[src/source/nes_io_pkg.sv]
// Shared widths, counts and button bit positions
// NES button vector type

package nes_io_pkg;

  // Soft-core bus
  localparam int RV_ADDR_W = 23;
  localparam int RV_DATA_W = 32;
  localparam int RV_STRB_W = 4;

  // Half-word memory side
  localparam int MEM_ADDR_W = 20;
  localparam int MEM_DATA_W = 16;
  localparam int MEM_DS_W   = 2;
  localparam int RAM_AW     = 10;   // Decoded half-word address bits

  // Timing
  localparam int RESET_CYCLES    = 255;
  localparam int RESET_CNT_W     = $clog2(RESET_CYCLES + 1);
  localparam int AUTOFIRE_PERIOD = 1024;
  localparam int AUTOFIRE_CNT_W  = $clog2(AUTOFIRE_PERIOD);

  // NES button byte, A is shifted out first
  localparam int BTN_A      = 0;
  localparam int BTN_B      = 1;
  localparam int BTN_SELECT = 2;
  localparam int BTN_START  = 3;
  localparam int BTN_UP     = 4;
  localparam int BTN_DOWN   = 5;
  localparam int BTN_LEFT   = 6;
  localparam int BTN_RIGHT  = 7;

  // Dualshock byte 0, active low
  localparam int DS_SELECT = 0;
  localparam int DS_START  = 3;
  localparam int DS_UP     = 4;
  localparam int DS_RIGHT  = 5;
  localparam int DS_DOWN   = 6;
  localparam int DS_LEFT   = 7;

  // Dualshock byte 1, active low
  localparam int DS_TRIANGLE = 4;
  localparam int DS_CIRCLE   = 5;
  localparam int DS_CROSS    = 6;
  localparam int DS_SQUARE   = 7;

  typedef logic [7:0] nes_btn_t;   // Active high

endpackage

[src/source/joypad_port.sv]
// NES serial joypad shift register for one player
// Level strobe loads, falling clock edge shifts

`timescale 1ns/1ps

module joypad_port import nes_io_pkg::*; (
  input  logic     clk,
  input  logic     resetn,
  input  nes_btn_t i_btn,
  input  logic     i_strobe,
  input  logic     i_clock,
  output logic     o_data
);

  logic     clock_r;
  nes_btn_t shift_q;
  logic     clock_fall;

  assign clock_fall = clock_r & ~i_clock;

  always_ff @(posedge clk) begin
    if (!resetn) begin
      clock_r <= 1'b0;
      shift_q <= '0;
    end else begin
      clock_r <= i_clock;
      if (i_strobe)
        shift_q <= i_btn;   // Strobe wins over a clock edge
      else if (clock_fall)
        shift_q <= {1'b0, shift_q[7:1]};
    end
  end

  // Serial data is the low bit, A first
  assign o_data = shift_q[0];

endmodule

[config.mk]
export PLATFORM = sky130hd
export DESIGN_NAME = joypad_port
export DESIGN_NICKNAME = d
export VERILOG_FILES = /design/src/source/nes_io_pkg.sv /design/src/source/joypad_port.sv
export SDC_FILE = /design/constraint.sdc
export NUM_CORES = 1
export LEC_CHECK = 0
export BUFFER_PORTS_ARGS = -buffer_cell sky130_fd_sc_hd__buf_2
export CAP_MARGIN = 20
export CORE_AREA = 2 2 39 41
export DETAILED_ROUTE_END_ITERATION = 10
export DIE_AREA = 0 0 41 43
export GPL_ROUTABILITY_DRIVEN = 1
export HOLD_SLACK_MARGIN = 0.12
export MAX_ROUTING_LAYER = met4
export PLACE_DENSITY = 0.58
export SKIP_CTS_REPAIR_TIMING = 1
export SLEW_MARGIN = 20
export SYNTH_ARGS = -nofsm -noshare
export SYNTH_HDL_FRONTEND = slang
export SYNTH_SLANG_ARGS = --single-unit
export TNS_END_PERCENT = 10
[constraint.sdc]
create_clock -name clk -period 1.25 [get_ports clk]
set_input_delay 0.125 -clock clk [delete_from_list [all_inputs] [get_ports clk]]
set_output_delay 0.125 -clock clk [all_outputs]
set_load 0.05 [all_outputs]
==> run summary <==
Most frequent cells in the layout = buf_2 (12), dfxtp_1 (9), o21ai_0 (6)
Critical Path Stages = 5
Die W = 41 µm
Detailed Routing Iterations Pass 1 = 2
R2R Path Start = clock_r
Synth top area share = 45.6%
Hold EP = shift_q[7]
Most common cell after layout, fill and taps aside = buf_2
Dpl cells = 67
Skew final = 0.00265 ns
Final cycle utilization of the critical path = 95.4%
Ports = 13
Worst-path cell chain = dlygate4sd3_1 -> buf_2 -> nand2b_4 -> mux2_4 -> nor2_1
WS Path Type = in2reg
Number of global-route vias before repair = 282
#FFs+latches synth = 9
PwrDens = 1260 nW/µm²
Num CTS Buffers = 3
Sequential area share after synthesis = 45.6%
FP Rows = 14
CTS max path bufs = 2
Footprint of the multi-input gates = 195 µm²
Top Family by Delay on Critical Path = buffers and inverters
CP endpoint kind = register
Via density = 4.58
Flop-to-flop setup slack = 0.30 ns
Initial antenna violation count = 0
HP Start = i_btn[7]
Post-Syn Instances = 41
Worst Hold Class = in2reg
Global Route Usage Sum = 11.3%
Gpl congestion = 0.601
H-tree depth = 1
Clk root buf = clkbuf_4
Cell variety after synth = 15
Slowest stage delay, CP = 0.53 ns
Unrepaired setup endpoints after global routing = false
Pins Over Slew Limit = 0
Peak supply drop = 0.478 mV
Clock-pin slew on the worst setup and hold paths = 0.06 ns
WL/cell = 10.7 µm
Final hold vios = 0
Register-to-Register Path Depth = 3
First-pass GRT wire length = 1180 µm
Post-detail-place hpwl = 519 µm
Post-Layout Cell Count = 73
CTS tree = built
Vias post-DR = 334
Final net count = 70
Post-synth top area cell = dfxtp_1
Synth Cell Area = 395 µm²
Clk sinks = 9
CP Launch Type = primary input
Die ar. = 1760 µm²
Top post-synthesis cells by area = dfxtp_1 (46%), mux2i_1 (13%), o21ai_0 (7.6%)
Worst-margin pin slew = 0.247 ns
Mapped Avg Cell Area = 9.64 µm²
Largest net degree at the start of global routing = 14
Drt drc = 0
Grt total ovfl = 0
FMAX = 0.839 GHz
Finish-stage setup viols = 0
Routed WL = 779 µm
CP max FO = 8
Worst R2R End = shift_q[3]
Share of cells above drive strength 1 = 35.1%
Total core area = 1380 µm²
Worst-Skew Late Latency = 0.27 ns
Leak = 0.258 nW
Synthesis-to-finish area growth = 28.2%
PortBufs = 12
Initial detailed-routing violation count = 1
Hold Path Depth = 3
FF/Latch Area = 180 µm²
CP arrival = 1.40 ns
Post-route minimum period = 1.19 ns
Maxcap violations = 0
Fill count = 158
Slowest CP cell = dlygate4sd3_1
Max-slew headroom = 83.6%
ANT nets after route = 0
WP data required = 1.45 ns
Yosys warnings = 0
Number of diodes = 0
Die Span Y = 43 µm
Setup TNS = 0 ns
Status = completed
Post-Syn Nets = 53
CP bufs+invs = 2
Initial core utilization = 28.6%
[state kept, by name, indices dropped and copies added, names as in the netlist]
| signal | cells |
|---|---|
| clock_r | 1 |
| shift_q | 8 |
[worst register-to-register path: cells and delay by family (launching register included)]
kind          cells  cell delay [ns]
mux               1             0.31
flops             1             0.35
simple gates      2             0.23
[power breakdown]
group	switching [mW]	total [mW]	internal, mW
Sequential	0.00937	0.316	0.307
Clock	0.112	0.230	0.118
Combinational	0.0445	0.0918	0.0472
Total	0.166	0.639	0.473
[synthesized netlist by cell type]
library cell	number
and2_1	1
mux2i_1	5
inv_2	1
nand3_1	1
nand2b_4	1
buf_6	1
mux2_4	2
dfxtp_1	9
o21ai_1	1
o21ai_0	6
nand2_1	1
buf_2	1
a21boi_1	1
nor2_1	5
a21oi_1	5
[cell families after synthesis]
kind of cell	count (synthesis)	synth area share, %
AO/OA/AOI/OAI	13	17.1
flip-flops	9	45.6
buffers and inverters	3	5.06
AND/OR/NAND/NOR	9	12.0
multiplexers	7	20.3
[per-layer routing]
layer | GRT usage, % | up-vias | routed length (µm)
met3 | 6.28 | 5 | 51
met4 | 12.0 | 0 | 34
met1 | 11.7 | 144 | 369
li1 | - | 175 | -
met2 | 13.8 | 10 | 324
met5 | - | - | 0
[cell type report]
type,instances,share of cell area (%)
clock inverter,1,0.988
inverter,1,0.741
clock buffer,3,4.44
tap,16,3.95
sequential,9,35.6
multi-input combinational,29,38.5
timing repair buffer,14,15.8
[worst max-delay path by stage]
stage	from	to	slack, ns
finish	i_clock	shift_q[3]	0.06
global route	i_clock	shift_q[3]	0.03
CTS	shift_q[0]	o_data	0.27
detailed placement	clock_r	shift_q[4]	0.32
global placement	clock_r	shift_q[3]	0.35
floorplan	shift_q[0]	shift_q[0]	0.30
[through the flow]
stage | worst slack (ns) | total power, mW | hold slack (ns) | util (%) | cell area (µm²)
after floorplan | 0.300 | 0.382 | 0.247 | - | 395
after global placement | 0.346 | 0.409 | 0.341 | 33.2 | 459
after detailed placement | 0.322 | 0.411 | 0.350 | 33.2 | 459
after CTS | 0.266 | 0.648 | 0.0651 | 35.2 | 487
after global routing | 0.0300 | 0.677 | 0.123 | 36.6 | 507
final | 0.0576 | 0.639 | 0.0999 | 36.6 | 507
Power figures use the tool's default switching activity.
