$ cat src/source/nes_io_pkg.sv
// Shared widths, counts and button bit positions
// NES button vector type

package nes_io_pkg;

  // Soft-core bus
  localparam int RV_ADDR_W = 23;
  localparam int RV_DATA_W = 32;
  localparam int RV_STRB_W = 4;

  // Half-word memory side
  localparam int MEM_ADDR_W = 20;
  localparam int MEM_DATA_W = 16;
  localparam int MEM_DS_W   = 2;
  localparam int RAM_AW     = 10;   // Decoded half-word address bits

  // Timing
  localparam int RESET_CYCLES    = 255;
  localparam int RESET_CNT_W     = $clog2(RESET_CYCLES + 1);
  localparam int AUTOFIRE_PERIOD = 1024;
  localparam int AUTOFIRE_CNT_W  = $clog2(AUTOFIRE_PERIOD);

  // NES button byte, A is shifted out first
  localparam int BTN_A      = 0;
  localparam int BTN_B      = 1;
  localparam int BTN_SELECT = 2;
  localparam int BTN_START  = 3;
  localparam int BTN_UP     = 4;
  localparam int BTN_DOWN   = 5;
  localparam int BTN_LEFT   = 6;
  localparam int BTN_RIGHT  = 7;

  // Dualshock byte 0, active low
  localparam int DS_SELECT = 0;
  localparam int DS_START  = 3;
  localparam int DS_UP     = 4;
  localparam int DS_RIGHT  = 5;
  localparam int DS_DOWN   = 6;
  localparam int DS_LEFT   = 7;

  // Dualshock byte 1, active low
  localparam int DS_TRIANGLE = 4;
  localparam int DS_CIRCLE   = 5;
  localparam int DS_CROSS    = 6;
  localparam int DS_SQUARE   = 7;

  typedef logic [7:0] nes_btn_t;   // Active high

endpackage

$ cat src/source/autofire.sv
// Autofire square wave for one held button

`timescale 1ns/1ps

module autofire import nes_io_pkg::*; (
  input  logic clk,
  input  logic resetn,
  input  logic i_held,
  output logic o_fire
);

  logic [AUTOFIRE_CNT_W-1:0] period_cnt;

  always_ff @(posedge clk) begin
    if (!resetn) begin
      period_cnt <= '0;
      o_fire     <= 1'b0;
    end else if (!i_held) begin
      period_cnt <= '0;   // Release restarts the pattern
      o_fire     <= 1'b0;
    end else begin
      if (period_cnt == '0)
        o_fire <= ~o_fire;   // First press and every wrap
      if (period_cnt == AUTOFIRE_CNT_W'(AUTOFIRE_PERIOD - 1))
        period_cnt <= '0;
      else
        period_cnt <= period_cnt + 1'b1;
    end
  end

endmodule

$ cat src/source/pad_mapper.sv
// Dualshock to NES button mapping for one player
// Autofire on square (B) and triangle (A)

`timescale 1ns/1ps

module pad_mapper import nes_io_pkg::*; (
  input  logic       clk,
  input  logic       resetn,
  input  logic [7:0] i_ds_b0,   // Active low
  input  logic [7:0] i_ds_b1,   // Active low
  output nes_btn_t   o_btn
);

  logic auto_square;
  logic auto_triangle;

  autofire u_af_square (
    .clk    (clk),
    .resetn (resetn),
    .i_held (~i_ds_b1[DS_SQUARE]),
    .o_fire (auto_square)
  );

  autofire u_af_triangle (
    .clk    (clk),
    .resetn (resetn),
    .i_held (~i_ds_b1[DS_TRIANGLE]),
    .o_fire (auto_triangle)
  );

  always_comb begin
    o_btn[BTN_RIGHT]  = ~i_ds_b0[DS_RIGHT];
    o_btn[BTN_LEFT]   = ~i_ds_b0[DS_LEFT];
    o_btn[BTN_DOWN]   = ~i_ds_b0[DS_DOWN];
    o_btn[BTN_UP]     = ~i_ds_b0[DS_UP];
    o_btn[BTN_START]  = ~i_ds_b0[DS_START];
    o_btn[BTN_SELECT] = ~i_ds_b0[DS_SELECT];

    // Cross is B, circle is A
    o_btn[BTN_B] = ~i_ds_b1[DS_CROSS] | auto_square;
    o_btn[BTN_A] = ~i_ds_b1[DS_CIRCLE] | auto_triangle;
  end

endmodule

$ cat config.mk
export PLATFORM = sky130hd
export DESIGN_NAME = pad_mapper
export DESIGN_NICKNAME = d
export VERILOG_FILES = /design/src/source/nes_io_pkg.sv /design/src/source/autofire.sv /design/src/source/pad_mapper.sv
export SDC_FILE = /design/constraint.sdc
export NUM_CORES = 1
export LEC_CHECK = 0
export BUFFER_PORTS_ARGS = -buffer_cell sky130_fd_sc_hd__buf_2
export CAP_MARGIN = 20
export CORE_ASPECT_RATIO = 2
export CORE_MARGIN = 8
export CORE_UTILIZATION = 30
export DETAILED_ROUTE_END_ITERATION = 10
export GPL_TIMING_DRIVEN = 1
export PLACE_DENSITY = 0.52
export SETUP_SLACK_MARGIN = 0.15
export SKIP_CTS_REPAIR_TIMING = 1
export SYNTH_ARGS = -nofsm -noshare
export SYNTH_HDL_FRONTEND = slang
export SYNTH_SLANG_ARGS = --single-unit
$ cat constraint.sdc
create_clock -name clk -period 1.6 [get_ports clk]
set_input_delay 0.08 -clock clk [delete_from_list [all_inputs] [get_ports clk]]
set_output_delay 0.08 -clock clk [all_outputs]
set_load 0.05 [all_outputs]
==> results.py <==
metrics = {
    "placement": {
        "dpl.hpwl_um": 2110,
        "numPlacedInstances": 203,
        "io_buffers": 19,
        "gp_congestion": 0.826,
    },
    "power": {
        "cell_internal_pwr_uw": 935,
        "p_leak_uw": 0.000564,
        "swShare_pct": 22.8,
        "pwr_density_cell_nw_per_um2": 872,
        "peakVddDrop_v": 0.000545,
        "p_comb_share_pct": 10.9,
        "p_switching_uw": 275,
        "p_seq_share_pct": 46.3,
        "p_clk_share_pct": 42.8,
    },
    "cts": {
        "clock_sinks": 22,
        "insertion_delay_ns": 0.26,
        "htree_levels": 1,
        "cts_buffers": 3,
        "clk_path_buf_depth": 2,
        "clock-root-buffer": "clkbuf_8",
        "clkSlewWorstSetupHoldPaths_ns": 0.08,
        "cts_tree": "yes",
    },
    "grt": {
        "grt_pass1_wl_um": 4330,
        "grt_start_max_net_pins": 14,
        "antenna_found_initial": 0,
        "busiest_layer": "met2",
        "global_route.usage.met2_pct": 18.5,
        "met1_usage_pct": 7.74,
        "overflow": 0,
        "grt_usage_pct": 9.15,
        "grt_util_met3_pct": 2.11,
        "first_global_vias": 1016,
    },
    "worst_setup_path": {
        "crit_fanout": 6,
        "crit_slowest_cell": "or3_1",
        "max_stage_delay_ns": 0.37,
        "required_ns": 1.80,
        "crit_path_end_kind": "register",
        "cp.arrival_ns": 1.50,
        "worstPathCellList": "ha_1 > inv_1 > or3_1 > a21oi_1",
        "crit_path_start_kind": "register",
        "worst-setup-path-type": "reg -> reg",
    },
    "synth": {
        "synthTopCellsByArea": "dfxtp_1, inv_1, ha_1",
        "synth_edf_count": 0,
        "ys_types": 34,
        "synthesis.instances": 133,
        "ys_top_cells_by_count": "dfxtp_1, inv_1, nor2_1",
        "ys_seq_area_share_pct": 38.6,
        "synth_top_cell_by_area": "dfxtp_1",
        "syn_area_um2": 1140,
        "synth-async-reset-ratio_pct": 0,
        "synth_seq_cells": 22,
        "postSynthAreaPerCell_um2": 8.57,
        "yosys_warnings": 0,
        "syn_nets": 155,
        "synth-main-ff-cell": "dfxtp_1",
        "netlist.area_leader.share_pct": 38.6,
        "yosys.cell_count.top_type": "dfxtp_1",
    },
    "final_layout": {
        "instances_no_fill": 207,
        "num_antenna_cells": 0,
        "finalNetCount": 181,
        "final_util_pct": 38.1,
        "layout-drive-gt1-share_pct": 21.5,
        "area_delta_synth_final_pct": 21.7,
        "fillers": 409,
    },
    "routing": {
        "drc": 0,
        "avgViaCountPerCell": 4.95,
        "postRouteAntennaNets": 0,
        "via_count": 1025,
        "wirelength_um": 2640,
        "routedWlPerCell_um": 12.7,
        "drtIter0Drc": 37,
        "firstDrtPassIters": 4,
    },
    "floorplanning": {
        "die_w_um": 59.6,
        "core-area_um2": 3650,
        "die_area_um2": 6150,
        "die_y_um": 103,
        "initial_core_util_pct": 31.3,
        "io_pins": 26,
        "std_cell_rows": 31,
    },
    "timing": {
        "clock_skew_ns": 0.00198,
        "final.setup.tns_ns": 0,
        "finalSetupViolations": 0,
        "tightest_slew_ns": 0.478,
        "rsz0062_at_grt": "false",
        "max_slew_margin_pct": 68.0,
        "fin_crit_ns": 1.31,
        "hold_viol_final": 0,
        "period_share_pct": 81.8,
        "hold_ws_ns": 0.167,
        "fmax_mhz": 764,
        "slew_viol_final": 0,
    },
    "flow_run": {
        "drv_cap": 0,
    },
    "status": {
        "status": "finished clean",
    },
    "min_path": {
        "worstHoldPathType": "in -> reg",
    },
}
-- sequential cells by signal (all words and copies together) (netlist names) --
register                  count
u_af_square.o_fire            1
u_af_triangle.o_fire          1
u_af_triangle.period_cnt     10
u_af_square.period_cnt       10
-- per-stage QoR --
stage          worst slack, ns  area (um^2)  power (uW)
2_1_floorplan            0.334         1140         662
6_report                 0.291         1390        1210
3_3_place_gp             0.349         1320         705
3_5_place_dp             0.306         1320         707
4_1_cts                  0.283         1390        1240
5_1_grt                  0.208         1390        1270
-- cells by family (layout without fill, tap and decap cells) --
group / after synthesis / count (layout) / share of synthesized area [%]
muxes: 4 / 4 / 3.51
xor gates and xnor gates: 6 / 6 / 4.61
buffers and inverters: 16 / 41 / 5.49
and+or+nand+nor: 63 / 63 / 31.9
DFF: 22 / 22 / 38.6
adders and majority gates: 4 / 4 / 4.39
AOI/OAI and AO/OA: 18 / 18 / 11.4
-- power groups by stage --
stage / clock network (uW) / logic [uW] / registers, uW
2_1_floorplan: 0 / 85.7 / 576
3_3_place_gp: 0 / 132 / 573
3_5_place_dp: 0 / 133 / 574
4_1_cts: 541 / 134 / 561
5_1_grt: 562 / 143 / 562
6_report: 518 / 131 / 561
-- area by class of cell --
cell class | count | area [um^2] | area share [%]
Timing Repair Buffer | 23 | 125 | 9.02
Tap cell | 49 | 61.3 | 4.42
Multi-Input combinational cell | 95 | 637 | 45.9
Inverter | 14 | 52.6 | 3.79
Clock inverter | 1 | 30.0 | 2.16
Sequential cell | 22 | 440 | 31.7
Clock buffer | 3 | 41.3 | 2.98
-- routing by layer --
layer	share of wire, %	wire (um)	up-vias
li1	-	-	516
met1	35	933	485
met2	59	1550	18
met3	3.9	104	6
met4	1.8	47	0
met5	0	0	-
-- worst max-delay path, delay by kind of cell, from the launching register on --
family	cells	cell delay, ns
AO/OA/AOI/OAI	1	0.15
adder cells (fa/ha/maj)	1	0.29
buffers and inverters	1	0.10
flip-flops	1	0.34
AND/OR/NAND/NOR	1	0.37
-- cells in the final DEF (no fill, tap or decap), drive strengths merged, types with 5 or more instances in the layout --
| cell type | synthesis | final |
|---|---|---|
| a21oi | 6 | 6 |
| buf | 1 | 23 |
| dfxtp | 22 | 22 |
| inv | 14 | 14 |
| nand2 | 8 | 8 |
| nand2b | 7 | 7 |
| nand3 | 8 | 8 |
| nand4 | 5 | 5 |
| nor2 | 12 | 12 |
-- final timing paths --
kind	startpoint	end	slack [ns]	depth (start not counted)
worst max-delay path	u_af_square.period_cnt[0]	u_af_square.period_cnt[6]	0.29	4
worst min-delay path	i_ds_b1[7]	u_af_square.period_cnt[9]	0.17	4
worst max register to register	u_af_square.period_cnt[0]	u_af_square.period_cnt[6]	0.29	4
worst min register to register	u_af_triangle.o_fire	u_af_triangle.o_fire	0.47	2
Note: power is estimated with default switching activity, not from simulation.
