<file path="config.mk">
export PLATFORM = sky130hd
export DESIGN_NAME = reset_gen
export DESIGN_NICKNAME = d
export VERILOG_FILES = /design/src/source/nes_io_pkg.sv /design/src/source/reset_gen.sv
export SDC_FILE = /design/constraint.sdc
export NUM_CORES = 1
export LEC_CHECK = 0
export BUFFER_PORTS_ARGS = -buffer_cell sky130_fd_sc_hd__buf_2
export CORE_AREA = 2 2 39 41
export DETAILED_ROUTE_END_ITERATION = 8
export DIE_AREA = 0 0 41 43
export GPL_ROUTABILITY_DRIVEN = 0
export PLACE_DENSITY = 0.71
export RECOVER_POWER = 50
export SLEW_MARGIN = 20
export SYNTH_ARGS = -nofsm -noshare
export SYNTH_HDL_FRONTEND = slang
export SYNTH_SLANG_ARGS = --single-unit
</file>
<file path="constraint.sdc">
create_clock -name clk -period 1.4 [get_ports clk]
set_input_delay 0.28 -clock clk [delete_from_list [all_inputs] [get_ports clk]]
set_output_delay 0.28 -clock clk [all_outputs]
set_load 0.02 [all_outputs]
</file>
<file path="src/source/nes_io_pkg.sv">
// Shared widths, counts and button bit positions
// NES button vector type

package nes_io_pkg;

  // Soft-core bus
  localparam int RV_ADDR_W = 23;
  localparam int RV_DATA_W = 32;
  localparam int RV_STRB_W = 4;

  // Half-word memory side
  localparam int MEM_ADDR_W = 20;
  localparam int MEM_DATA_W = 16;
  localparam int MEM_DS_W   = 2;
  localparam int RAM_AW     = 10;   // Decoded half-word address bits

  // Timing
  localparam int RESET_CYCLES    = 255;
  localparam int RESET_CNT_W     = $clog2(RESET_CYCLES + 1);
  localparam int AUTOFIRE_PERIOD = 1024;
  localparam int AUTOFIRE_CNT_W  = $clog2(AUTOFIRE_PERIOD);

  // NES button byte, A is shifted out first
  localparam int BTN_A      = 0;
  localparam int BTN_B      = 1;
  localparam int BTN_SELECT = 2;
  localparam int BTN_START  = 3;
  localparam int BTN_UP     = 4;
  localparam int BTN_DOWN   = 5;
  localparam int BTN_LEFT   = 6;
  localparam int BTN_RIGHT  = 7;

  // Dualshock byte 0, active low
  localparam int DS_SELECT = 0;
  localparam int DS_START  = 3;
  localparam int DS_UP     = 4;
  localparam int DS_RIGHT  = 5;
  localparam int DS_DOWN   = 6;
  localparam int DS_LEFT   = 7;

  // Dualshock byte 1, active low
  localparam int DS_TRIANGLE = 4;
  localparam int DS_CIRCLE   = 5;
  localparam int DS_CROSS    = 6;
  localparam int DS_SQUARE   = 7;

  typedef logic [7:0] nes_btn_t;   // Active high

endpackage

</file>
<file path="src/source/reset_gen.sv">
// System reset generator
// Start-up hold, reset button and Select+Down home combination

`timescale 1ns/1ps

module reset_gen import nes_io_pkg::*; (
  input  logic     clk,
  input  logic     resetn,
  input  logic     i_reset_btn,
  input  nes_btn_t i_p1_btn,
  output logic     o_sys_resetn
);

  logic [RESET_CNT_W-1:0] hold_cnt;
  logic                   home_combo;

  assign home_combo = i_p1_btn[BTN_SELECT] & i_p1_btn[BTN_DOWN];

  always_ff @(posedge clk) begin
    if (!resetn) begin
      hold_cnt     <= RESET_CNT_W'(RESET_CYCLES);
      o_sys_resetn <= 1'b0;
    end else if (hold_cnt != '0) begin
      hold_cnt <= hold_cnt - 1'b1;   // Still in start-up hold
    end else begin
      o_sys_resetn <= ~i_reset_btn & ~home_combo;
    end
  end

endmodule

</file>
==> results.yml, run 1 <==
outcome:
  status: "finished with violations"
  violations: "negative setup slack"
global_routing:
  grt_max_degree: 10
  grt_pass1_wl_um: 1680
  antenna_found_initial: 0
  globalRouteOverflowTotal: 0
  grt_pass1_vias: 425
  grtUsageTotal_pct: 14.2
yosys:
  syn_avg_cell_area_um2: 8.97
  synthDistinctLibCells: 23
  synth_edf_count: 0
  yosysWarningCount: 0
  synth_async_sr_flop_share_pct: 0
  synth_area_um2: 484
  ys_ff_latch: 9
  synth.net_count: 67
  ys_seq_area_share_pct: 37.2
  synthesis.instances: 54
  dominantRegCellSynth: "dfxtp_1"
routing:
  vias_per_cell: 5.39
  routed_wl_um: 1050
  drtAntennaViolNets: 0
  drt_pass1_iterations: 5
  vias: 447
  drt_iter0_markers: 3
  wl_per_cell_um: 12.6
  drc_errors: 0
floorplanning:
  die_width_um: 41
  rows: 14
  initial_core_util_pct: 35.0
  core_area_um2: 1380
  dieArea_um2: 1760
  dieHeight_um: 43
  io_pins: 12
timing:
  timing.hold.ws_ns: 0.284
  worst_slack_ns: -0.00478
  min_period_ns: 1.40
  max_freq_mhz: 712
  worstMarginPinSlew_ns: 0.312
  rsz0062_at_grt: "yes"
  finalClockSkew_ns: 0.000966
  hold_viol_final: 0
  slew_headroom_pct: 79.1
  finalSetupViolCount: 1
  tns_ns: -0.00478
  period_share_pct: 100
  slew_viol_final: 0
clock_network:
  clkTransAtPathRegs_ns: 0.06
  cts_setup_buffers: 0
  cts_tree: "done"
  clk-insertion-delay-late_ns: 0.26
  holdBufCountCts: 0
  cts_max_level: 1
  cts_root_buf: "clkbuf_4"
  cts_buffers: 3
  cts_sinks: 9
  cts_buffer_depth: 2
finish:
  layout-drive-gt1-share_pct: 40.3
  fin_util_pct: 45.7
  diodes: 0
  fill_cells: 149
  area_growth_syn_to_layout_pct: 30.5
  layout.nets: 81
power:
  p_per_area_nw_per_um2: 836
  p_leak_nw: 0.234
  vdd_drop_max_mv: 0.491
  p_total_mw: 0.528
worst_hold_path:
  hp-class: "in2reg"
  min_from: "resetn"
  worstHoldPathCells: 2
critical_path:
  path_max_fanout: 6
  critPathLaunch: "hold_cnt[3]$_SDFFE_PN1P_"
  cp-end-kind: "register"
  ff2ff_path_depth: 3
  r2r-start: "hold_cnt[3]$_SDFFE_PN1P_"
  startpoint_type: "register"
  cp_data_required_time_ns: 1.53
  critical_path_class: "reg2reg"
  critical_path_arrival_ns: 1.54
placed_design:
  io_buffer_count: 5
  place_hpwl_um: 736
  dp_slack_ns: -0.121
flow_run:
  maxCapViolCount: 0
==> cell type report <==
type | count | area [µm²] | area share, %
inverter | 2 | 10.0 | 1.58
tap | 16 | 20.0 | 3.17
clock buffer | 4 | 26.3 | 4.16
sequential | 9 | 183 | 28.9
timing repair buffer | 13 | 83.8 | 13.3
multi-input combinational | 39 | 309 | 48.9
==> critical path, stage by stage (launching register included) <==
cell and delay, ns:
dfxtp_2 0.32, or4_4 0.60, o41ai_4 0.23, o211ai_1 0.13
==> registers in the layout (all words and copies together) (netlist names) <==
signal,flops
hold_cnt,8
o_sys_resetn,1
==> logic make-up (layout without fill, tap and decap cells) <==
family                   Yosys count  after routing  synth area share (%)
flip-flops                         9              9                  37.2
XOR/XNOR                           3              3                  5.43
AND/OR/NAND/NOR                   16             16                  19.6
adder cells (fa/ha/maj)            2              2                  5.17
buffers and inverters              6             19                  6.72
AO/OA/AOI/OAI                     17             17                  23.8
multiplexers                       1              1                  2.07
==> per-stage QoR <==
step                      instance area [µm²]  std cells
after floorplan                           499         54
after global placement                    569         79
after detailed placement                  569         79
after CTS                                 599         83
after global routing                      632         83
final                                     632         83
==> layout by cell type (no fill, tap or decap), types with 2 or more instances in the layout <==
cell type	n
buf_2	4
xnor2_1	3
dfxtp_1	7
a21oi_1	2
nand3_1	2
dfxtp_2	2
clkbuf_1	2
o21ai_0	6
nor3_1	4
o211ai_1	3
nor3b_1	2
buf_4	8
clkbuf_4	3
a21boi_0	2
==> cell usage after synthesis, types with 3 or more instances <==
library cell | n | area share, %
nor3_1 | 5 | 5.2
o21ai_0 | 7 | 7.2
xnor2_1 | 3 | 5.4
dfxtp_1 | 9 | 37
o211ai_1 | 3 | 4.7
==> where the power goes <==
| group | total [mW] | switching, mW | internal [mW] |
|---|---|---|---|
| combinational | 0.0571 | 0.0292 | 0.0280 |
| clock | 0.199 | 0.0890 | 0.110 |
| sequential | 0.272 | 0.00800 | 0.264 |
| total | 0.528 | 0.126 | 0.402 |
==> layer usage <==
| metal | vias up | share of wire, % | GRT usage [%] | wire length [µm] |
|---|---|---|---|---|
| met1 | 219 | 43 | 16.8 | 455 |
| met3 | 0 | 2.0 | 3.14 | 21 |
| met4 | 0 | 0 | 10.0 | 0 |
| li1 | 223 | - | - | - |
| met5 | - | 0 | 0 | 0 |
| met2 | 5 | 54 | 21.3 | 571 |
==> what timing repair did <==
item | 4_1_cts | 5_1_grt
endpoints found under the setup margin | 2 | 8
cloned | 0 | 0
pin swaps | 0 | 2
gates resized for setup | 1 | 9
==> worst paths after layout <==
| path | to | slack (ns) |
|---|---|---|
| worst min register to register | o_sys_resetn$_SDFFE_PN0N_ | 0.49 |
| worst max register to register | hold_cnt[7]$_SDFFE_PN1P_ | -0.005 |
| worst max-delay path | hold_cnt[7]$_SDFFE_PN1P_ | -0.005 |
| worst min-delay path | hold_cnt[5]$_SDFFE_PN1P_ | 0.28 |
Power figures use the tool's default switching activity.
==> inputs of run 2 (changes only) <==
MAX_ROUTING_LAYER = met4   (was default)
==> run 2 against run 1 <==
The run still ends with negative setup slack left. Global-route usage up 0.35 points. Highest routed layer unchanged. Combinational power about the same. Register-to-register slack about the same. Sequential share of layout area unchanged. Clock skew about the same. Die area unchanged. Critical path type unchanged. Maximum frequency about the same. Non-clock buffer count unchanged.
==> results.yml, run 2 (synthesized netlist as in run 1, its figures left out) <==
outcome:
  status: "finished with violations"
  violations: "negative setup slack"
floorplanning:
  die_width_um: 41
  initial_core_util_pct: 35.0
  io_pins: 12
  core_area_um2: 1380
  rows: 14
  dieArea_um2: 1760
  dieHeight_um: 43
power:
  seqPwrFrac_pct: 51.5
  p_int_mw: 0.402
  p_switching_mw: 0.126
  vdd_drop_max_mv: 0.491
  p_sw_share_pct: 23.9
  p_leak_nw: 0.234
  combPwrFrac_pct: 10.8
  p_total_mw: 0.528
  p_per_area_nw_per_um2: 836
  clkPwrFrac_pct: 37.6
clock_network:
  cts_tree: "done"
  cts_buffers: 3
  holdBufCountCts: 0
  cts_buffer_depth: 2
  clk-insertion-delay-late_ns: 0.26
  cts_root_buf: "clkbuf_4"
  clkTransAtPathRegs_ns: 0.06
  cts_max_level: 1
  cts_sinks: 9
  cts_setup_buffers: 0
routing:
  drt_iter0_markers: 5
  vias_per_cell: 5.39
  drtAntennaViolNets: 0
  vias: 447
  wl_per_cell_um: 12.6
  routed_wl_um: 1050
  drc_errors: 0
  drt_pass1_iterations: 5
finish:
  finalInstanceArea_um2: 632
  area_growth_syn_to_layout_pct: 30.5
  layout-drive-gt1-share_pct: 40.3
  layout.nets: 81
  layout_commonest_cell: "buf_4"
  fill_cells: 149
  layout_common_cells: "buf_4 (8), dfxtp_1 (7), o21ai_0 (6)"
  reg.largest.list: "hold_cnt: 8 flops, o_sys_resetn: 1 flops"
  diodes: 0
  largest_reg_flops: 8
  regMostFlops: "hold_cnt"
global_routing:
  grtUsageTotal_pct: 14.5
  globalRouteOverflowTotal: 0
  grt_max_degree: 10
  grt_pass1_vias: 426
  grt_pass1_wl_um: 1680
  antenna_found_initial: 0
timing:
  rsz0062_at_grt: "yes"
  period_share_pct: 100
  slew_headroom_pct: 79.1
  min_period_ns: 1.40
  timing.hold.ws_ns: 0.284
  hold_viol_final: 0
  worstMarginPinSlew_ns: 0.312
  worst_slack_ns: -0.00482
  finalClockSkew_ns: 0.000978
  max_freq_mhz: 712
  slew_viol_final: 0
  finalSetupViolCount: 1
critical_path:
  path_max_fanout: 6
  cp_data_required_time_ns: 1.53
  critical_path_arrival_ns: 1.54
  startpoint_type: "register"
  cp-end-kind: "register"
  critical_path_class: "reg2reg"
placed_design:
  place_hpwl_um: 736
  dpl-instance-area_um2: 569
  io_buffer_count: 5
worst_hold_path:
  hp-class: "in2reg"
flow_run:
  maxCapViolCount: 0
==> run 2: cell counts in the layout (fill, tap and decap cells not counted) <==
Identical to the previous run, type by type.
==> run 2: final cells by class <==
type                       count  area [µm²]  area share (%)
multi-input combinational     39         309            48.9
timing repair buffer          13        83.8            13.3
sequential                     9         183            28.9
inverter                       2        10.0            1.58
tap                           16        20.0            3.17
clock buffer                   4        26.3            4.16
==> run 2: worst max-delay path, stage by stage (launching register included) <==
cell and delay (ns):
dfxtp_2 0.32, or4_4 0.60, o41ai_4 0.23, o211ai_1 0.13
==> run 2: repair_timing <==
action,CTS,global route
endpoints found under the setup margin,2,8
pin swaps,0,2
gates resized for setup,1,9
==> run 2: final timing paths <==
path,to,slack [ns],from,cells after the start
worst max register to register,hold_cnt[7]$_SDFFE_PN1P_,-0.005,hold_cnt[3]$_SDFFE_PN1P_,3
worst max-delay path,hold_cnt[7]$_SDFFE_PN1P_,-0.005,hold_cnt[3]$_SDFFE_PN1P_,3
worst min-delay path,hold_cnt[5]$_SDFFE_PN1P_,0.28,resetn,2
worst min register to register,o_sys_resetn$_SDFFE_PN0N_,0.49,o_sys_resetn$_SDFFE_PN0N_,2
==> run 2: per-stage QoR <==
step | setup slack, ns | setup TNS (ns) | std cells | util (%)
2_1_floorplan | -0.0794 | -0.0895 | 54 | -
3_3_place_gp | -0.0507 | -0.0513 | 79 | 41.1
3_5_place_dp | -0.121 | -0.131 | 79 | 41.1
4_1_cts | -0.00708 | -0.00708 | 83 | 43.3
5_1_grt | -0.0593 | -0.129 | 83 | 45.7
6_report | -0.00482 | -0.00482 | 83 | 45.7
==> run 2: power by group through the flow <==
stage | Sequential, mW | Clock, mW | Combinational [mW]
final | 0.272 | 0.199 | 0.0571
after global routing | 0.273 | 0.225 | 0.0640
after CTS | 0.271 | 0.206 | 0.0481
after detailed placement | 0.277 | 0 | 0.0484
after global placement | 0.276 | 0 | 0.0468
after floorplan | 0.277 | 0 | 0.0251
==> run 2: per-layer routing <==
| metal | track usage [%] | vias up | part of all wire, % |
|---|---|---|---|
| li1 | - | 223 | - |
| met1 | 16.8 | 219 | 43 |
| met2 | 21.3 | 5 | 55 |
| met3 | 3.14 | 0 | 1.9 |
| met4 | 10.0 | 0 | 0 |
| met5 | - | - | 0 |
