File: config.mk
export PLATFORM = sky130hd
export DESIGN_NAME = rv_bridge_flat
export DESIGN_NICKNAME = d
export VERILOG_FILES = /design/src/source/nes_io_pkg.sv /design/src/source/mem16_if.sv /design/src/source/rv_bridge.sv /design/src/flat_wrapper.sv
export SDC_FILE = /design/constraint.sdc
export NUM_CORES = 1
export LEC_CHECK = 0
export BUFFER_PORTS_ARGS = -buffer_cell sky130_fd_sc_hd__buf_2
export CORE_ASPECT_RATIO = 1.75
export CORE_MARGIN = 8
export CORE_UTILIZATION = 39
export DETAILED_ROUTE_END_ITERATION = 10
export GPL_ROUTABILITY_DRIVEN = 0
export PLACE_DENSITY = 0.88
export SYNTH_ARGS = -nofsm -noshare
export SYNTH_HDL_FRONTEND = slang
export SYNTH_SLANG_ARGS = --single-unit
export TNS_END_PERCENT = 30
File: constraint.sdc
create_clock -name clk -period 3.4 [get_ports clk]
set_clock_uncertainty 0.05 [all_clocks]
set_input_delay 0.17 -clock clk [delete_from_list [all_inputs] [get_ports clk]]
set_output_delay 0.17 -clock clk [all_outputs]
set_load 0.005 [all_outputs]
File: src/source/nes_io_pkg.sv
// Shared widths, counts and button bit positions
// NES button vector type

package nes_io_pkg;

  // Soft-core bus
  localparam int RV_ADDR_W = 23;
  localparam int RV_DATA_W = 32;
  localparam int RV_STRB_W = 4;

  // Half-word memory side
  localparam int MEM_ADDR_W = 20;
  localparam int MEM_DATA_W = 16;
  localparam int MEM_DS_W   = 2;
  localparam int RAM_AW     = 10;   // Decoded half-word address bits

  // Timing
  localparam int RESET_CYCLES    = 255;
  localparam int RESET_CNT_W     = $clog2(RESET_CYCLES + 1);
  localparam int AUTOFIRE_PERIOD = 1024;
  localparam int AUTOFIRE_CNT_W  = $clog2(AUTOFIRE_PERIOD);

  // NES button byte, A is shifted out first
  localparam int BTN_A      = 0;
  localparam int BTN_B      = 1;
  localparam int BTN_SELECT = 2;
  localparam int BTN_START  = 3;
  localparam int BTN_UP     = 4;
  localparam int BTN_DOWN   = 5;
  localparam int BTN_LEFT   = 6;
  localparam int BTN_RIGHT  = 7;

  // Dualshock byte 0, active low
  localparam int DS_SELECT = 0;
  localparam int DS_START  = 3;
  localparam int DS_UP     = 4;
  localparam int DS_RIGHT  = 5;
  localparam int DS_DOWN   = 6;
  localparam int DS_LEFT   = 7;

  // Dualshock byte 1, active low
  localparam int DS_TRIANGLE = 4;
  localparam int DS_CIRCLE   = 5;
  localparam int DS_CROSS    = 6;
  localparam int DS_SQUARE   = 7;

  typedef logic [7:0] nes_btn_t;   // Active high

endpackage

File: src/source/mem16_if.sv
// Half-word memory request interface
// Toggle req/ack handshake, bridge and RAM modports

`timescale 1ns/1ps

interface mem16_if import nes_io_pkg::*; ();

  logic                  req;    // Inverted for each new request
  logic                  ack;    // Follows req on completion
  logic [MEM_ADDR_W-1:0] addr;
  logic                  we;
  logic [MEM_DS_W-1:0]   ds;     // Byte selects
  logic [MEM_DATA_W-1:0] din;
  logic [MEM_DATA_W-1:0] dout;

  modport bridge (
    output req, addr, we, ds, din,
    input  ack, dout
  );

  modport ram (
    input  req, addr, we, ds, din,
    output ack, dout
  );

endinterface

File: src/source/rv_bridge.sv
// Soft-core 32-bit bus to 16-bit toggle handshake bridge
// Read is two half-word requests, writes skip untouched halves

`timescale 1ns/1ps

module rv_bridge import nes_io_pkg::*; (
  input  logic                 clk,
  input  logic                 resetn,
  input  logic                 i_valid,
  input  logic [RV_ADDR_W-1:0] i_addr,
  input  logic [RV_DATA_W-1:0] i_wdata,
  input  logic [RV_STRB_W-1:0] i_wstrb,
  output logic                 o_ready,
  output logic [RV_DATA_W-1:0] o_rdata,
  mem16_if.bridge              mem
);

  typedef enum logic [2:0] {
    S_IDLE_REQ0,
    S_WAIT0_REQ1,
    S_DATA0,
    S_WAIT1,
    S_DATA1
  } state_t;

  state_t              state;
  logic                valid_r;
  logic                new_req;      // Rising edge seen while busy
  logic                valid_rise;
  logic                is_write;
  logic                word;         // Active half-word
  logic                req;
  logic [MEM_DS_W-1:0] ds;
  logic [MEM_DS_W-1:0] strb_lo;
  logic [MEM_DS_W-1:0] strb_hi;
  logic                done;

  assign valid_rise = i_valid & ~valid_r;
  assign is_write   = i_wstrb != '0;
  assign strb_lo    = i_wstrb[MEM_DS_W-1:0];
  assign strb_hi    = i_wstrb[RV_STRB_W-1:MEM_DS_W];
  assign done       = req == mem.ack;

  // Request fields follow the bus inputs, which hold until o_ready
  assign mem.req  = req;
  assign mem.we   = is_write;
  assign mem.ds   = ds;
  assign mem.addr = {i_addr[MEM_ADDR_W:2], word};
  assign mem.din  = word ? i_wdata[RV_DATA_W-1:MEM_DATA_W] : i_wdata[MEM_DATA_W-1:0];

  always_ff @(posedge clk) begin
    if (!resetn) begin
      state   <= S_IDLE_REQ0;
      valid_r <= 1'b0;
      new_req <= 1'b0;
      word    <= 1'b0;
      req     <= 1'b0;
      ds      <= '0;
      o_ready <= 1'b0;
    end else begin
      valid_r <= i_valid;
      o_ready <= 1'b0;
      if (valid_rise)
        new_req <= 1'b1;

      case (state)
        S_IDLE_REQ0: if (new_req || valid_rise) begin
          new_req <= 1'b0;
          req     <= ~req;
          if (is_write && strb_lo == '0) begin
            word  <= 1'b1;   // Upper half only
            ds    <= strb_hi;
            state <= S_WAIT1;
          end else begin
            word  <= 1'b0;
            ds    <= is_write ? strb_lo : '1;
            state <= S_WAIT0_REQ1;
          end
        end

        S_WAIT0_REQ1: if (done) begin
          if (is_write && strb_hi == '0) begin
            o_ready <= 1'b1;   // Lower half only
            state   <= S_IDLE_REQ0;
          end else begin
            req   <= ~req;     // Request 1
            word  <= 1'b1;
            ds    <= is_write ? strb_hi : '1;
            state <= is_write ? S_WAIT1 : S_DATA0;
          end
        end

        // RAM still shows half 0 here
        S_DATA0: begin
          o_rdata[MEM_DATA_W-1:0] <= mem.dout;
          state                   <= S_WAIT1;
        end

        S_WAIT1: if (done) begin
          if (is_write) begin
            o_ready <= 1'b1;
            state   <= S_IDLE_REQ0;
          end else begin
            state <= S_DATA1;
          end
        end

        S_DATA1: begin
          o_rdata[RV_DATA_W-1:MEM_DATA_W] <= mem.dout;
          o_ready                         <= 1'b1;
          state                           <= S_IDLE_REQ0;
        end

        default: state <= S_IDLE_REQ0;
      endcase
    end
  end

endmodule

File: src/flat_wrapper.sv
// flat-port wrapper written by rule: the top's interface ports become plain ports
module rv_bridge_flat import nes_io_pkg::*;
  (clk, resetn, i_valid, i_addr, i_wdata, i_wstrb, o_ready, o_rdata, mem_req, mem_addr, mem_we, mem_ds, mem_din, mem_ack, mem_dout);
  mem16_if mem_i ();
  input  logic clk;
  input  logic resetn;
  input  logic i_valid;
  input  logic [RV_ADDR_W-1:0] i_addr;
  input  logic [RV_DATA_W-1:0] i_wdata;
  input  logic [RV_STRB_W-1:0] i_wstrb;
  output logic o_ready;
  output logic [RV_DATA_W-1:0] o_rdata;
  output wire logic [$bits(mem_i.req)-1:0] mem_req;
  output wire logic [$bits(mem_i.addr)-1:0] mem_addr;
  output wire logic [$bits(mem_i.we)-1:0] mem_we;
  output wire logic [$bits(mem_i.ds)-1:0] mem_ds;
  output wire logic [$bits(mem_i.din)-1:0] mem_din;
  input wire logic [$bits(mem_i.ack)-1:0] mem_ack;
  input wire logic [$bits(mem_i.dout)-1:0] mem_dout;
  assign mem_req = mem_i.req;
  assign mem_addr = mem_i.addr;
  assign mem_we = mem_i.we;
  assign mem_ds = mem_i.ds;
  assign mem_din = mem_i.din;
  assign mem_i.ack = mem_ack;
  assign mem_i.dout = mem_dout;
  rv_bridge u_core (.clk(clk), .resetn(resetn), .i_valid(i_valid), .i_addr(i_addr), .i_wdata(i_wdata), .i_wstrb(i_wstrb), .o_ready(o_ready), .o_rdata(o_rdata), .mem(mem_i));
endmodule
==> results.md <==
* Status: finished, final reports clean
* Initial DRC count at 17
* Die height at around 110 µm
* Final Power at roughly 1200 µW
* Global-route wire length before repair at 7.29 mm
* Sequential cell area fraction in the yosys report at slightly above 60%
* Residual DRC at 0
* RSZ-0062 raised after global routing: false
* Post-CTS Hold Buffers at 0
* Distinct cells, synth at 34
* IO Port Bufs at about 110
* Setup violators final at 0
* Post-DP HPWL at between 4 and 5 mm
* Hold Crit Depth at 1
* First-pass iteration count of the detailed router at 4
* Hold path startpoint: mem_dout[7]
* Synth Cell Area at roughly 1900 µm²
* Yosys warns at 0
* Post-CTS setup buffer count at 0
* Core area at approximately 4700 µm²
* Sequential power share at between 50% and 60%
* Internal Power at 856 µW
* Data required time of the worst path at roughly 3.2 ns
* Combinational cell fraction of total power at about a fifth
* Routed WL per cell at 17.1 µm
* F_max at about 550 MHz
* Max stage delay on crit path at 0.78 ns
* Num Clock Sinks at 42
* Simple-gate share of the synthesized area at 7.37%
* Routed WL at 4.81 mm
* Worst R2R Path Depth at 4
* Switching share of power at between 20% and 30%
* Share of synthesized cell area in full adder, half adder and majority cells at 0%
* Diode count at 0
* Clock Power Share at around 28%
* Fin. Hold Viols at 0
* Main combinational cell family by area after synthesis: buffers and inverters
* Antenna-violating nets left at 0
* Vias in the first global route at approximately 1,600
* Clock tree root driver cell: clkbuf_8
* Total track usage at between 10% and 20%
* GRT overflow at 0
* Pwr Density at about 480 nW/µm²
* Clk_lat worst skew at between 0.2 and 0.3 ns
* Rel. slew slack at between 50% and 60%
* Period minus WS final at roughly 1.8 ns
* Synthesized netlist net count at about 220
* Worst setup SP type: register
* CTS H-tree depth at 2
* Yosys reg bits at 42
* Most frequent cells in the layout: buf_2, edfxtp_1, mux2_2, dfxtp_1, nor2_1
* Max IR drop VDD at 0.000337 V
* Layout area overhead at 28.3%
* Reg2reg setup slack at about 1.9 ns
* Critical R2R Capture: u_core.mem.ds[1]
* Final Non-Filler Cells at between 200 and 300
* Via density at just over 5
* Largest net degree at the start of global routing at 19
* CP cell instances: mux2_2 -> buf_2
* Fraction of the mapped netlist area in compound gates at about a tenth
* Post-CTS sizing at 0
* Top Ports at around 150
* Mapped Avg Cell Area at approximately 14 µm²
* Tcrit/Tclk final at roughly 54%
* Fillers at about 460
* Worst flop-to-flop path startpoint: u_core.state[0]
* Crit path DAT at between 1.5 and 2 ns
* Mux cell area share after synthesis at roughly a tenth
* Hold Crit Class: primary input to register
* Share of cells above drive strength 1 at a little under two thirds
* Die ar. at 7450 µm²
* WS Path Type: register to output pin
* CP max-delay cell: dfxtp_1
* Via count at between 1,000 and 1,500
* CTS Buf Count at 5
* Initial core utilization at about two fifths
* Post-Synth XOR/XNOR Area at under 10%
* Max FO, Critical Path at 18
* Nets at roughly 300
* Max-Cap Viols at 0
* Worst-path clk slew at approximately 0.090 ns
* Gate Count Post-Synth at approximately 140
* Die Wd at roughly 69 µm
* Num rows at 33
* Initial antenna violation count at 0
* Min-Delay Endpoint: u_core.o_rdata[7]
* Setup TNS at 0 ns
* Slew Viols, Final at 0
* Max clock buf depth at 2
* CTS tree: done
* Sw Pwr at roughly 300 µW
* CP endpoint kind: output pin
* Inst Count DP at roughly 270
* Leak at around 0.0010 µW
* Commonest non-fill, non-tap cell in the layout: buf_2
* Worst-margin pin slew at between 0.6 and 0.7 ns
metrics by stage:
step | setup slack [ns] | hold slack (ns) | cell area, µm² | utilization (%)
CTS | 1.53 | 0.00255 | 2440 | 51.8
global route | 1.44 | 0.00174 | 2440 | 51.8
floorplan | 0.713 | 0.219 | 1900 | -
global placement | 1.90 | 0.290 | 2340 | 49.8
detailed placement | 1.87 | 0.290 | 2340 | 49.8
finish | 1.57 | 0.00967 | 2440 | 51.8
synth_stat cells:
cell type	number	area share, %
a211oi_1	2	0.79
a21bo_4	1	0.86
a21boi_0	1	0.40
a21boi_2	2	1.2
a21o_1	1	0.40
a21oi_1	3	0.79
a21oi_2	1	0.46
a221oi_2	1	0.79
a41o_1	1	0.53
and2_1	2	0.66
buf_2	3	0.79
buf_4	20	7.9
buf_6	2	1.2
dfxtp_1	10	11
edfxtp_1	32	51
inv_1	3	0.59
mux2_2	16	9.5
nand2_1	4	0.79
nand2b_1	1	0.33
nand3_1	4	1.1
nor2_1	8	1.6
nor3_1	2	0.53
nor3_4	1	0.86
nor4_1	1	0.33
o2111a_1	1	0.59
o2111ai_2	1	0.79
o21ai_0	2	0.53
o221a_2	1	0.59
o22ai_1	2	0.66
o2bb2ai_1	2	0.92
or2_1	2	0.66
or3b_4	1	0.59
xnor2_1	1	0.46
xnor2_2	1	0.86
registers in the layout (all words and copies together), names as in the netlist:
name and cells:
u_core.o_rdata 32, u_core.state 3, u_core.mem.ds 2, u_core.mem.req 1
u_core.new_req 1, u_core.o_ready 1, u_core.valid_r 1, u_core.word 1
metal layers:
layer,global-route usage [%],part of all wire (%)
met1,10.6,31
met2,23.4,52
met3,4.24,11
met4,10.8,6.0
met5,0,0
worst max path at each step:
stage | start | end | slack [ns]
floorplan | u_core.state[2] | u_core.o_rdata[16] | 0.71
global placement | u_core.word | mem_din[6] | 1.90
detailed placement | u_core.word | mem_din[4] | 1.87
CTS | u_core.word | mem_din[4] | 1.53
global route | u_core.word | mem_din[13] | 1.44
finish | u_core.word | mem_din[4] | 1.57
power groups by stage:
stage	registers [µW]	logic, µW	clock network, µW
6_report	611	227	321
5_1_grt	617	250	350
4_1_cts	612	232	330
3_5_place_dp	623	230	0
3_3_place_gp	622	222	0
2_1_floorplan	603	179	0
worst max-delay path: cells and delay by family, from the launching register on:
family                 cells  cell delay (ns)
muxes                      1             0.41
buffers and inverters      1             0.13
DFF                        1             0.78
final cells by class:
class | count | area (µm²) | share of cell area, %
multi-input cells | 66 | 547 | 22.4
flip-flops and latches | 42 | 1160 | 47.6
well taps | 52 | 65.1 | 2.67
inverters | 3 | 11.3 | 0.462
clock inverters | 3 | 25.0 | 1.03
clock buffers | 5 | 68.8 | 2.82
repair buffers | 111 | 561 | 23.0
logic make-up after synthesis:
group | count (synthesis)
AOI/OAI and AO/OA | 22
xor gates and xnor gates | 2
buffers and inverters | 28
DFF | 42
muxes | 16
and+or+nand+nor | 26
Power figures use the tool's default switching activity.
